==> config.mk <==
export PLATFORM = sky130hd
export DESIGN_NAME = pipe_top
export DESIGN_NICKNAME = d
export VERILOG_FILES = /design/src/common/pipe_pkg.sv /design/src/logic/pipe_fetch.sv /design/src/logic/pipe_decode.sv /design/src/logic/pipe_execute.sv /design/src/logic/pipe_result.sv /design/src/logic/pipe_ctrl.sv /design/src/logic/pipe_top.sv
export SDC_FILE = /design/constraint.sdc
export NUM_CORES = 2
export LEC_CHECK = 0
export BUFFER_PORTS_ARGS = -buffer_cell sky130_fd_sc_hd__buf_2
export CAP_MARGIN = 40
export CORE_ASPECT_RATIO = 1.75
export CORE_MARGIN = 2
export CORE_UTILIZATION = 27
export CTS_CLUSTER_SIZE = 25
export DETAILED_ROUTE_END_ITERATION = 10
export PLACE_DENSITY = 0.44
export SETUP_SLACK_MARGIN = 0.1
export SLEW_MARGIN = 20
export SYNTH_ARGS = -nofsm -noshare
export SYNTH_HDL_FRONTEND = slang
export SYNTH_SLANG_ARGS = --single-unit
==> constraint.sdc <==
create_clock -name clk -period 22.3 [get_ports clk]
set_input_delay 4.46 -clock clk [delete_from_list [all_inputs] [get_ports clk]]
set_output_delay 4.46 -clock clk [all_outputs]
set_load 0.01 [all_outputs]
==> src/common/pipe_pkg.sv <==
`default_nettype none

package pipe_pkg;

    typedef enum logic [3:0] {
        NOP     = 4'd0,
        ADDI    = 4'd1,
        ADD     = 4'd2,
        MUL     = 4'd3,
        STORE   = 4'd4,
        SYSCALL = 4'd5,
        ERET    = 4'd6
    } op_t;

    typedef enum logic [2:0] {
        EXC_NONE     = 3'd0,
        EXC_SYSCALL  = 3'd1,
        EXC_OVERFLOW = 3'd2,
        EXC_INVALID  = 3'd3,
        EXC_ERET     = 3'd4
    } exc_t;

    // instruction word fields
    localparam int OP_MSB  = 31;
    localparam int OP_LSB  = 28;
    localparam int RD_MSB  = 27;
    localparam int RD_LSB  = 25;
    localparam int RS_MSB  = 24;
    localparam int RS_LSB  = 22;
    localparam int RT_MSB  = 21;
    localparam int RT_LSB  = 19;
    localparam int IMM_MSB = 15;
    localparam int IMM_LSB = 0;

    typedef struct packed {
        logic pc;
        logic dec;
        logic exe;
        logic res;
    } stall_t;

    typedef struct packed {
        logic        valid;
        op_t         op;
        logic [2:0]  rd;
        logic        wen;
        logic [31:0] rs_val;
        logic [31:0] rt_val;
        logic [31:0] imm;
        logic [31:0] pc;
    } dec_exe_t;

    typedef struct packed {
        logic        valid;
        op_t         op;
        logic [2:0]  rd;
        logic        wen;
        logic [31:0] result;
        logic [31:0] st_addr;
        logic [31:0] st_data;
        logic [31:0] pc;
        logic        ovf;
    } exe_res_t;

    typedef struct packed {
        logic        wen;
        logic [2:0]  rd;
        logic [31:0] data;
    } wb_t;

endpackage

`default_nettype wire

==> src/logic/pipe_fetch.sv <==
`timescale 1ns/1ps
`default_nettype none

module pipe_fetch #(
    parameter logic [31:0] RESET_PC = 32'h0000_0000
) (
    input  wire                    clk,
    input  wire                    rst_n_i,
    input  wire pipe_pkg::stall_t  stall_i,
    input  wire                    flush_i,
    input  wire [31:0]             new_pc_i,
    output logic [31:0]            pc_o
);

    logic [31:0] pc_q;

    always_ff @(posedge clk) begin
        if (!rst_n_i) begin
            pc_q <= RESET_PC;
        end else if (flush_i) begin
            pc_q <= new_pc_i;               // trap entry or eret target
        end else if (!stall_i.pc) begin
            pc_q <= pc_q + 32'd4;
        end
    end

    assign pc_o = pc_q;

endmodule

`default_nettype wire

==> src/logic/pipe_decode.sv <==
`timescale 1ns/1ps
`default_nettype none

module pipe_decode (
    input  wire                     clk,
    input  wire                     rst_n_i,
    input  wire [31:0]              inst_i,
    input  wire [31:0]              pc_i,
    input  wire pipe_pkg::stall_t   stall_i,
    input  wire                     flush_i,
    input  wire pipe_pkg::wb_t      wb_i,
    input  wire [2:0]               exe_rd_i,
    input  wire                     exe_wen_i,
    input  wire [2:0]               res_rd_i,
    input  wire                     res_wen_i,
    output logic                    stall_req_o,
    output pipe_pkg::dec_exe_t      dec_o
);

    logic [31:0]        rf_q [8];
    pipe_pkg::op_t      op;
    logic [2:0]         rd;
    logic [2:0]         rs;
    logic [2:0]         rt;
    logic               uses_rs;
    logic               uses_rt;
    logic               rs_busy;
    logic               rt_busy;
    pipe_pkg::dec_exe_t dec_d;

    // r0 reads as zero, same-cycle write wins over the array
    function automatic logic [31:0] read_reg(input logic [2:0] addr,
                                             input logic [31:0] stored,
                                             input pipe_pkg::wb_t wb);
        logic [31:0] val;
        if (addr == 3'd0) begin
            val = 32'd0;
        end else if (wb.wen && wb.rd == addr) begin
            val = wb.data;
        end else begin
            val = stored;
        end
        return val;
    endfunction

    always_ff @(posedge clk) begin
        if (wb_i.wen && wb_i.rd != 3'd0) begin
            rf_q[wb_i.rd] <= wb_i.data;
        end
    end

    assign op = pipe_pkg::op_t'(inst_i[pipe_pkg::OP_MSB:pipe_pkg::OP_LSB]);
    assign rd = inst_i[pipe_pkg::RD_MSB:pipe_pkg::RD_LSB];
    assign rs = inst_i[pipe_pkg::RS_MSB:pipe_pkg::RS_LSB];
    assign rt = inst_i[pipe_pkg::RT_MSB:pipe_pkg::RT_LSB];

    assign uses_rs = op inside {pipe_pkg::ADDI, pipe_pkg::ADD, pipe_pkg::MUL, pipe_pkg::STORE};
    assign uses_rt = op inside {pipe_pkg::ADD, pipe_pkg::MUL, pipe_pkg::STORE};

    // scoreboard against execute and result
    assign rs_busy = uses_rs && rs != 3'd0 &&
                     ((exe_wen_i && exe_rd_i == rs) || (res_wen_i && res_rd_i == rs));
    assign rt_busy = uses_rt && rt != 3'd0 &&
                     ((exe_wen_i && exe_rd_i == rt) || (res_wen_i && res_rd_i == rt));

    assign stall_req_o = rs_busy || rt_busy;

    always_comb begin
        dec_d        = '0;
        dec_d.valid  = 1'b1;
        dec_d.op     = op;
        dec_d.rd     = rd;
        dec_d.wen    = (op inside {pipe_pkg::ADDI, pipe_pkg::ADD, pipe_pkg::MUL}) &&
                       rd != 3'd0;
        dec_d.rs_val = read_reg(rs, rf_q[rs], wb_i);
        dec_d.rt_val = read_reg(rt, rf_q[rt], wb_i);
        dec_d.imm    = {{16{inst_i[pipe_pkg::IMM_MSB]}},
                        inst_i[pipe_pkg::IMM_MSB:pipe_pkg::IMM_LSB]};
        dec_d.pc     = pc_i;
    end

    always_ff @(posedge clk) begin
        if (!rst_n_i || flush_i) begin
            dec_o.valid <= 1'b0;
        end else if (!stall_i.dec) begin
            dec_o <= dec_d;
        end else if (!stall_i.exe) begin
            dec_o.valid <= 1'b0;            // bubble while the hazard waits
        end
    end

endmodule

`default_nettype wire

==> src/logic/pipe_execute.sv <==
`timescale 1ns/1ps
`default_nettype none

module pipe_execute #(
    parameter int MUL_CYCLES = 4
) (
    input  wire                       clk,
    input  wire                       rst_n_i,
    input  wire pipe_pkg::dec_exe_t   dec_i,
    input  wire pipe_pkg::stall_t     stall_i,
    input  wire                       flush_i,
    output logic                      stall_req_o,
    output pipe_pkg::exe_res_t        res_o
);

    localparam int CNT_W = $clog2(MUL_CYCLES);
    localparam logic [CNT_W-1:0] CNT_LAST = CNT_W'(MUL_CYCLES - 1);

    logic [CNT_W-1:0]   mul_cnt_q;
    logic               is_mul;
    logic [31:0]        op_b;
    logic [31:0]        sum;
    logic [31:0]        product;
    logic               ovf;
    pipe_pkg::exe_res_t res_d;

    assign is_mul      = dec_i.valid && dec_i.op == pipe_pkg::MUL;
    assign stall_req_o = is_mul && mul_cnt_q != CNT_LAST;

    // cycles the current multiply has spent in execute
    always_ff @(posedge clk) begin
        if (!rst_n_i || flush_i || !stall_i.exe) begin
            mul_cnt_q <= '0;
        end else if (stall_req_o) begin
            mul_cnt_q <= mul_cnt_q + CNT_W'(1);
        end
    end

    // one adder for addi, add and the store address
    assign op_b    = (dec_i.op == pipe_pkg::ADD) ? dec_i.rt_val : dec_i.imm;
    assign sum     = dec_i.rs_val + op_b;
    assign ovf     = (dec_i.rs_val[31] == op_b[31]) && (sum[31] != dec_i.rs_val[31]);
    assign product = dec_i.rs_val * dec_i.rt_val;   // low word only

    always_comb begin
        res_d         = '0;
        res_d.valid   = dec_i.valid;
        res_d.op      = dec_i.op;
        res_d.rd      = dec_i.rd;
        res_d.wen     = dec_i.wen;
        res_d.result  = is_mul ? product : sum;
        res_d.st_addr = sum;
        res_d.st_data = dec_i.rt_val;
        res_d.pc      = dec_i.pc;
        res_d.ovf     = ovf;
    end

    always_ff @(posedge clk) begin
        if (!rst_n_i || flush_i) begin
            res_o.valid <= 1'b0;
        end else if (!stall_i.exe) begin
            res_o <= res_d;
        end else if (!stall_i.res) begin
            res_o.valid <= 1'b0;            // bubble behind a held multiply
        end
    end

endmodule

`default_nettype wire

==> src/logic/pipe_result.sv <==
`timescale 1ns/1ps
`default_nettype none

module pipe_result (
    input  wire                       clk,
    input  wire                       rst_n_i,
    input  wire pipe_pkg::exe_res_t   res_i,
    input  wire                       flush_i,
    input  wire                       store_commit_i,
    output pipe_pkg::wb_t             wb_o,
    output pipe_pkg::exc_t            exc_o,
    output logic [31:0]               epc_o,
    output logic                      store_pending_o,
    output logic                      wb_valid_o,
    output logic [2:0]                wb_rd_o,
    output logic [31:0]               wb_data_o,
    output logic                      st_valid_o,
    output logic [31:0]               st_addr_o,
    output logic [31:0]               st_data_o,
    output logic                      exc_valid_o,
    output pipe_pkg::exc_t            exc_code_o
);

    logic [31:0] epc_q;

    always_comb begin
        exc_o = pipe_pkg::EXC_NONE;
        if (res_i.valid) begin
            case (res_i.op)
                pipe_pkg::NOP, pipe_pkg::MUL, pipe_pkg::STORE: begin
                    exc_o = pipe_pkg::EXC_NONE;
                end
                pipe_pkg::ADDI, pipe_pkg::ADD: begin
                    exc_o = res_i.ovf ? pipe_pkg::EXC_OVERFLOW : pipe_pkg::EXC_NONE;
                end
                pipe_pkg::SYSCALL: exc_o = pipe_pkg::EXC_SYSCALL;
                pipe_pkg::ERET:    exc_o = pipe_pkg::EXC_ERET;
                default:           exc_o = pipe_pkg::EXC_INVALID;
            endcase
        end
    end

    // return address is the instruction after the faulting one
    always_ff @(posedge clk) begin
        if (!rst_n_i) begin
            epc_q <= 32'd0;
        end else if (flush_i && exc_o != pipe_pkg::EXC_ERET) begin
            epc_q <= res_i.pc + 32'd4;
        end
    end

    assign epc_o           = epc_q;
    assign store_pending_o = res_i.valid && res_i.op == pipe_pkg::STORE;

    assign wb_o.wen  = res_i.valid && res_i.wen && exc_o == pipe_pkg::EXC_NONE;
    assign wb_o.rd   = res_i.rd;
    assign wb_o.data = res_i.result;

    always_ff @(posedge clk) begin
        if (!rst_n_i) begin
            wb_valid_o  <= 1'b0;
            st_valid_o  <= 1'b0;
            exc_valid_o <= 1'b0;
        end else begin
            wb_valid_o  <= wb_o.wen;
            st_valid_o  <= store_commit_i;
            exc_valid_o <= exc_o != pipe_pkg::EXC_NONE;
        end
    end

    always_ff @(posedge clk) begin
        wb_rd_o    <= wb_o.rd;
        wb_data_o  <= wb_o.data;
        st_addr_o  <= res_i.st_addr;
        st_data_o  <= res_i.st_data;
        exc_code_o <= exc_o;
    end

endmodule

`default_nettype wire

==> src/logic/pipe_ctrl.sv <==
`timescale 1ns/1ps
`default_nettype none

module pipe_ctrl #(
    parameter logic [31:0] TRAP_VECTOR = 32'h0000_0100
) (
    input  wire                    clk,
    input  wire                    rst_n_i,
    input  wire                    stall_dec_i,
    input  wire                    stall_exe_i,
    input  wire                    store_pending_i,
    input  wire pipe_pkg::exc_t    exc_i,
    input  wire [31:0]             epc_i,
    output pipe_pkg::stall_t       stall_o,
    output logic                   flush_o,
    output logic [31:0]            new_pc_o,
    output logic                   store_commit_o
);

    logic store_phase_q;

    assign flush_o  = exc_i != pipe_pkg::EXC_NONE;
    assign new_pc_o = (exc_i == pipe_pkg::EXC_ERET) ? epc_i : TRAP_VECTOR;

    // second half of the store pause when set
    always_ff @(posedge clk) begin
        if (!rst_n_i || flush_o) begin
            store_phase_q <= 1'b0;
        end else if (store_pending_i) begin
            store_phase_q <= ~store_phase_q;
        end
    end

    // a store sitting in result is served before the stage requests,
    // otherwise their bubble would push it out uncommitted
    always_comb begin
        stall_o        = '0;
        store_commit_o = 1'b0;
        if (flush_o) begin
            stall_o = '0;
        end else if (store_pending_i && !store_phase_q) begin
            stall_o.pc  = 1'b1;
            stall_o.dec = 1'b1;
            stall_o.exe = 1'b1;
            stall_o.res = 1'b1;
        end else if (store_pending_i) begin
            stall_o.pc     = 1'b1;
            stall_o.dec    = 1'b1;
            stall_o.exe    = 1'b1;
            store_commit_o = 1'b1;
        end else if (stall_exe_i) begin
            stall_o.pc  = 1'b1;
            stall_o.dec = 1'b1;
            stall_o.exe = 1'b1;
        end else if (stall_dec_i) begin
            stall_o.pc  = 1'b1;
            stall_o.dec = 1'b1;
        end
    end

endmodule

`default_nettype wire

==> src/logic/pipe_top.sv <==
`timescale 1ns/1ps
`default_nettype none

module pipe_top #(
    parameter logic [31:0] RESET_PC    = 32'h0000_0000,
    parameter logic [31:0] TRAP_VECTOR = 32'h0000_0100,
    parameter int          MUL_CYCLES  = 4
) (
    input  wire             clk,
    input  wire             rst_n_i,
    output logic [31:0]     pc_o,
    input  wire [31:0]      inst_i,
    output logic            wb_valid_o,
    output logic [2:0]      wb_rd_o,
    output logic [31:0]     wb_data_o,
    output logic            st_valid_o,
    output logic [31:0]     st_addr_o,
    output logic [31:0]     st_data_o,
    output logic            exc_valid_o,
    output pipe_pkg::exc_t  exc_code_o
);

    pipe_pkg::stall_t   stall;
    logic               flush;
    logic [31:0]        new_pc;
    logic               stall_dec;
    logic               stall_exe;
    logic               store_pending;
    logic               store_commit;
    pipe_pkg::exc_t     exc;
    logic [31:0]        epc;
    pipe_pkg::dec_exe_t dec;
    pipe_pkg::exe_res_t res;
    pipe_pkg::wb_t      wb;

    pipe_fetch #(
        .RESET_PC (RESET_PC)
    ) u_fetch (
        .clk      (clk),
        .rst_n_i  (rst_n_i),
        .stall_i  (stall),
        .flush_i  (flush),
        .new_pc_i (new_pc),
        .pc_o     (pc_o)
    );

    pipe_decode u_decode (
        .clk         (clk),
        .rst_n_i     (rst_n_i),
        .inst_i      (inst_i),
        .pc_i        (pc_o),
        .stall_i     (stall),
        .flush_i     (flush),
        .wb_i        (wb),
        .exe_rd_i    (dec.rd),
        .exe_wen_i   (dec.valid & dec.wen),
        .res_rd_i    (res.rd),
        .res_wen_i   (res.valid & res.wen),
        .stall_req_o (stall_dec),
        .dec_o       (dec)
    );

    pipe_execute #(
        .MUL_CYCLES (MUL_CYCLES)
    ) u_execute (
        .clk         (clk),
        .rst_n_i     (rst_n_i),
        .dec_i       (dec),
        .stall_i     (stall),
        .flush_i     (flush),
        .stall_req_o (stall_exe),
        .res_o       (res)
    );

    pipe_result u_result (
        .clk             (clk),
        .rst_n_i         (rst_n_i),
        .res_i           (res),
        .flush_i         (flush),
        .store_commit_i  (store_commit),
        .wb_o            (wb),
        .exc_o           (exc),
        .epc_o           (epc),
        .store_pending_o (store_pending),
        .wb_valid_o      (wb_valid_o),
        .wb_rd_o         (wb_rd_o),
        .wb_data_o       (wb_data_o),
        .st_valid_o      (st_valid_o),
        .st_addr_o       (st_addr_o),
        .st_data_o       (st_data_o),
        .exc_valid_o     (exc_valid_o),
        .exc_code_o      (exc_code_o)
    );

    pipe_ctrl #(
        .TRAP_VECTOR (TRAP_VECTOR)
    ) u_ctrl (
        .clk             (clk),
        .rst_n_i         (rst_n_i),
        .stall_dec_i     (stall_dec),
        .stall_exe_i     (stall_exe),
        .store_pending_i (store_pending),
        .exc_i           (exc),
        .epc_i           (epc),
        .stall_o         (stall),
        .flush_o         (flush),
        .new_pc_o        (new_pc),
        .store_commit_o  (store_commit)
    );

endmodule

`default_nettype wire

==> flow_summary_export.csv <==
group,metric,value,unit
clocking,cts_setup_buffers,0,
logic_synthesis,syn_avg_cell_area,12.3,µm²
die,io_pins,171,
timing,min_period_over_period,0.359,
timing,rsz0062_at_grt,"false",
timing,hold_ws,334,ps
timing,finalSetupTns,0,ps
global_routing,gr-usage-all-layers,0.174,
setup_path,endpoint_kind,"flop",
routing,dr_wl_met2,78600,µm
timing,worst_pin_slew,858,ps
routing,ant_nets,0,
routing,dr.pass1.iters,5,
global_routing,antenna_found_initial,13,
global_routing,grt_pass1_vias,30600,
logic_synthesis,synthArstFlopShare,0,
die,rows,196,
global_routing,grt_max_degree,113,
setup_path,start_kind,"primary input",
die,fp.dieH,539,µm
die,die_w,310,µm
die,die_area,167000,µm²
layout,nets,4341,
logic_synthesis,yosys_most_used_dff,"edfxtp_1",
layout,fill_cells,16700,
clocking,cts_tree,"done",
setup_path,cp.required,22580,ps
min_path,hp-class,"reg -> reg",
clocking,cts_root_buffer,"clkbuf_16",
global_routing,grt_pass1_wl,209000,µm
logic_synthesis,yosys.area.top_type,"edfxtp_1",
routing,dr_wl_met3,5110,µm
layout,instances_no_fill,5987,
die,initial_core_util,0.271,
setup_path,critPathKind,"in -> reg",
routing,dr.max_layer_used,"met5",
placement,io_buffers,167,
logic_synthesis,synth-seq-cells,687,
timing,setup_viol,0,
routing,met1Wirelength,52300,µm
clocking,htreeDepth,3,
logic_synthesis,netlist_instances,3601,
logic_synthesis,synthesis.area,44200,µm²
timing,slew_headroom,0.423,
clocking,insertion_delay,730,ps
clocking,clk_path_buf_depth,3,
logic_synthesis,synth_top_area_frac,0.349,
logic_synthesis,yosys-top-cells-area,"edfxtp_1 35%, fa_1 19%, dfxtp_1 7.9%",
run_status,outcome,"finished clean",
clocking,cts-resized-gates,0,
placement,dp_hpwl,98900,µm
setup_path,cp_max_fo,50,
flow_run,maxCapViolations,0,
timing,max_freq,0.125,GHz
layout,fin_util,0.309,
layout,synthToLayoutAreaGrowth,14.1,%
layout,drive_gt1_frac,0.150,
logic_synthesis,synth_edf_count,513,
clocking,hold_buffers,0,
clocking,cts_sinks,687,
routing,wl_per_cell,23.9,µm
timing,slew_viol_final,0,
routing,first_iter_violations,1419,
placement,placedCellCount,5841,
logic_synthesis,yosysUniqueCellTypes,72,
clocking,cts_buffers,76,
placement,gp_congestion,0.839,
clocking,clk_pin_slew,70,ps
timing,layout_min_cycle_time,7990,ps
timing,hold_viol,0,
logic_synthesis,ys_warn_count,0,
routing,finalWirelength,143000,µm
routing,drc,0,
logic_synthesis,yosysSeqAreaShare,0.428,
routing,vias,27800,
setup_path,arrival,8280,ps
routing,viasPerCell,4.65,
timing,clock_skew,84.7,ps
global_routing,gr-total-overflow,0,
die,coreArea,163000,µm²
[worst max-delay path: stages]
cell	delay (ps)
buf_2	100
buf_4	230
buf_12	220
nor3_2	200
buf_4	330
nor4_2	120
nor3_2	190
buf_4	330
and3_4	610
buf_4	610
buf_4	750
[flip-flops by register name (all words and copies together), names as in the netlist]
| signal | count |
|---|---|
| u_result.st_addr_o | 32 |
| u_result.st_data_o | 32 |
| u_decode.dec_o | 121 |
| u_execute.mul_cnt_q | 2 |
| u_result.exc_valid_o | 1 |
| u_result.wb_valid_o | 1 |
| u_result.epc_o | 32 |
| u_result.exc_code_o | 3 |
| u_result.st_valid_o | 1 |
| u_execute.res_o | 138 |
| u_fetch.pc_o | 32 |
| u_ctrl.store_phase_q | 1 |
| u_result.wb_data_o | 32 |
| u_decode.rf_q | 256 |
| u_result.wb_rd_o | 3 |
[area by class of cell]
cell class                 count  area, µm²  area share
antenna                        4       10.0    0.000199
clock buffer                  97       2100      0.0416
clock inverter                45        576      0.0114
inverter                     397       1490      0.0296
multi-input combinational   2329      23000       0.457
sequential                   687      18900       0.375
tap                         2178       2730      0.0541
timing repair buffer         250       1570      0.0311
[per-stage QoR]
step	area, µm²	setup slack (ps)
after floorplan	44300	11090
after global placement	47600	13350
after detailed placement	47700	13430
after CTS	50400	14140
after global routing	50400	14040
final	50400	14310
[cell usage after synthesis, types with 9 or more instances]
library cell	instances
o211a_1	29
o21ai_0	75
inv_1	396
nand4_1	9
nand3_1	46
and2_1	314
mux2_2	22
xnor2_1	98
dfxtp_1	174
a21o_1	21
a211oi_1	74
fa_1	409
xor2_1	67
clkbuf_1	161
nor3_1	25
o21bai_1	10
buf_4	32
mux2i_1	69
edfxtp_1	513
a21oi_1	82
and3_1	13
nand2b_1	13
buf_2	19
nor2_1	129
mux4_2	128
nand2_1	375
ha_1	157
[layout by cell type, fill, tap and decap left out, drive strengths merged, types with 32 or more instances in the layout]
cell type,synthesis,routed
o21ai,79,79
dfxtp,174,174
edfxtp,513,513
a211oi,76,76
and2,314,314
inv,396,407
mux2i,69,69
ha,157,157
nor2,131,131
buf,58,250
nand2,375,375
xnor2,98,98
fa,409,409
xor2,67,67
nand3,46,46
a21oi,84,84
conb,1,32
mux4,128,128
clkbuf,161,97
[kinds of logic (layout without fill, tap and decap cells)]
family | count (synthesis) | in the layout | share of synthesized area
AO/OA/AOI/OAI | 377 | 377 | 0.0595
XOR/XNOR | 165 | 165 | 0.0327
adder cells (fa/ha/maj) | 566 | 566 | 0.230
buffers and inverters | 616 | 789 | 0.0556
flip-flops | 687 | 687 | 0.428
multiplexers | 220 | 220 | 0.0869
other | 1 | 36 | 0.0000849
AND/OR/NAND/NOR | 969 | 969 | 0.108
[path summary, 6_finish.rpt]
check | startpoint | to | slack [ps] | cells past startpoint
worst max-delay path | inst_i[21] | u_decode.dec_o[77] | 14310 | 11
worst min-delay path | u_execute.res_o[49] | u_result.st_data_o[16] | 330 | 0
worst max register to register | u_decode.dec_o[66] | u_execute.res_o[127] | 14390 | 24
worst min register to register | u_execute.res_o[49] | u_result.st_data_o[16] | 330 | 0
[layer usage]
| layer | vias to the layer above | track usage |
|---|---|---|
| met4 | 2 | 0.0803 |
| met5 | - | 0 |
| met2 | 638 | 0.329 |
| li1 | 12500 | - |
| met1 | 14500 | 0.189 |
| met3 | 272 | 0.0221 |
Power is not shown: default switching activity piles up to over one toggle a cycle in this logic, so the estimate is an artifact.
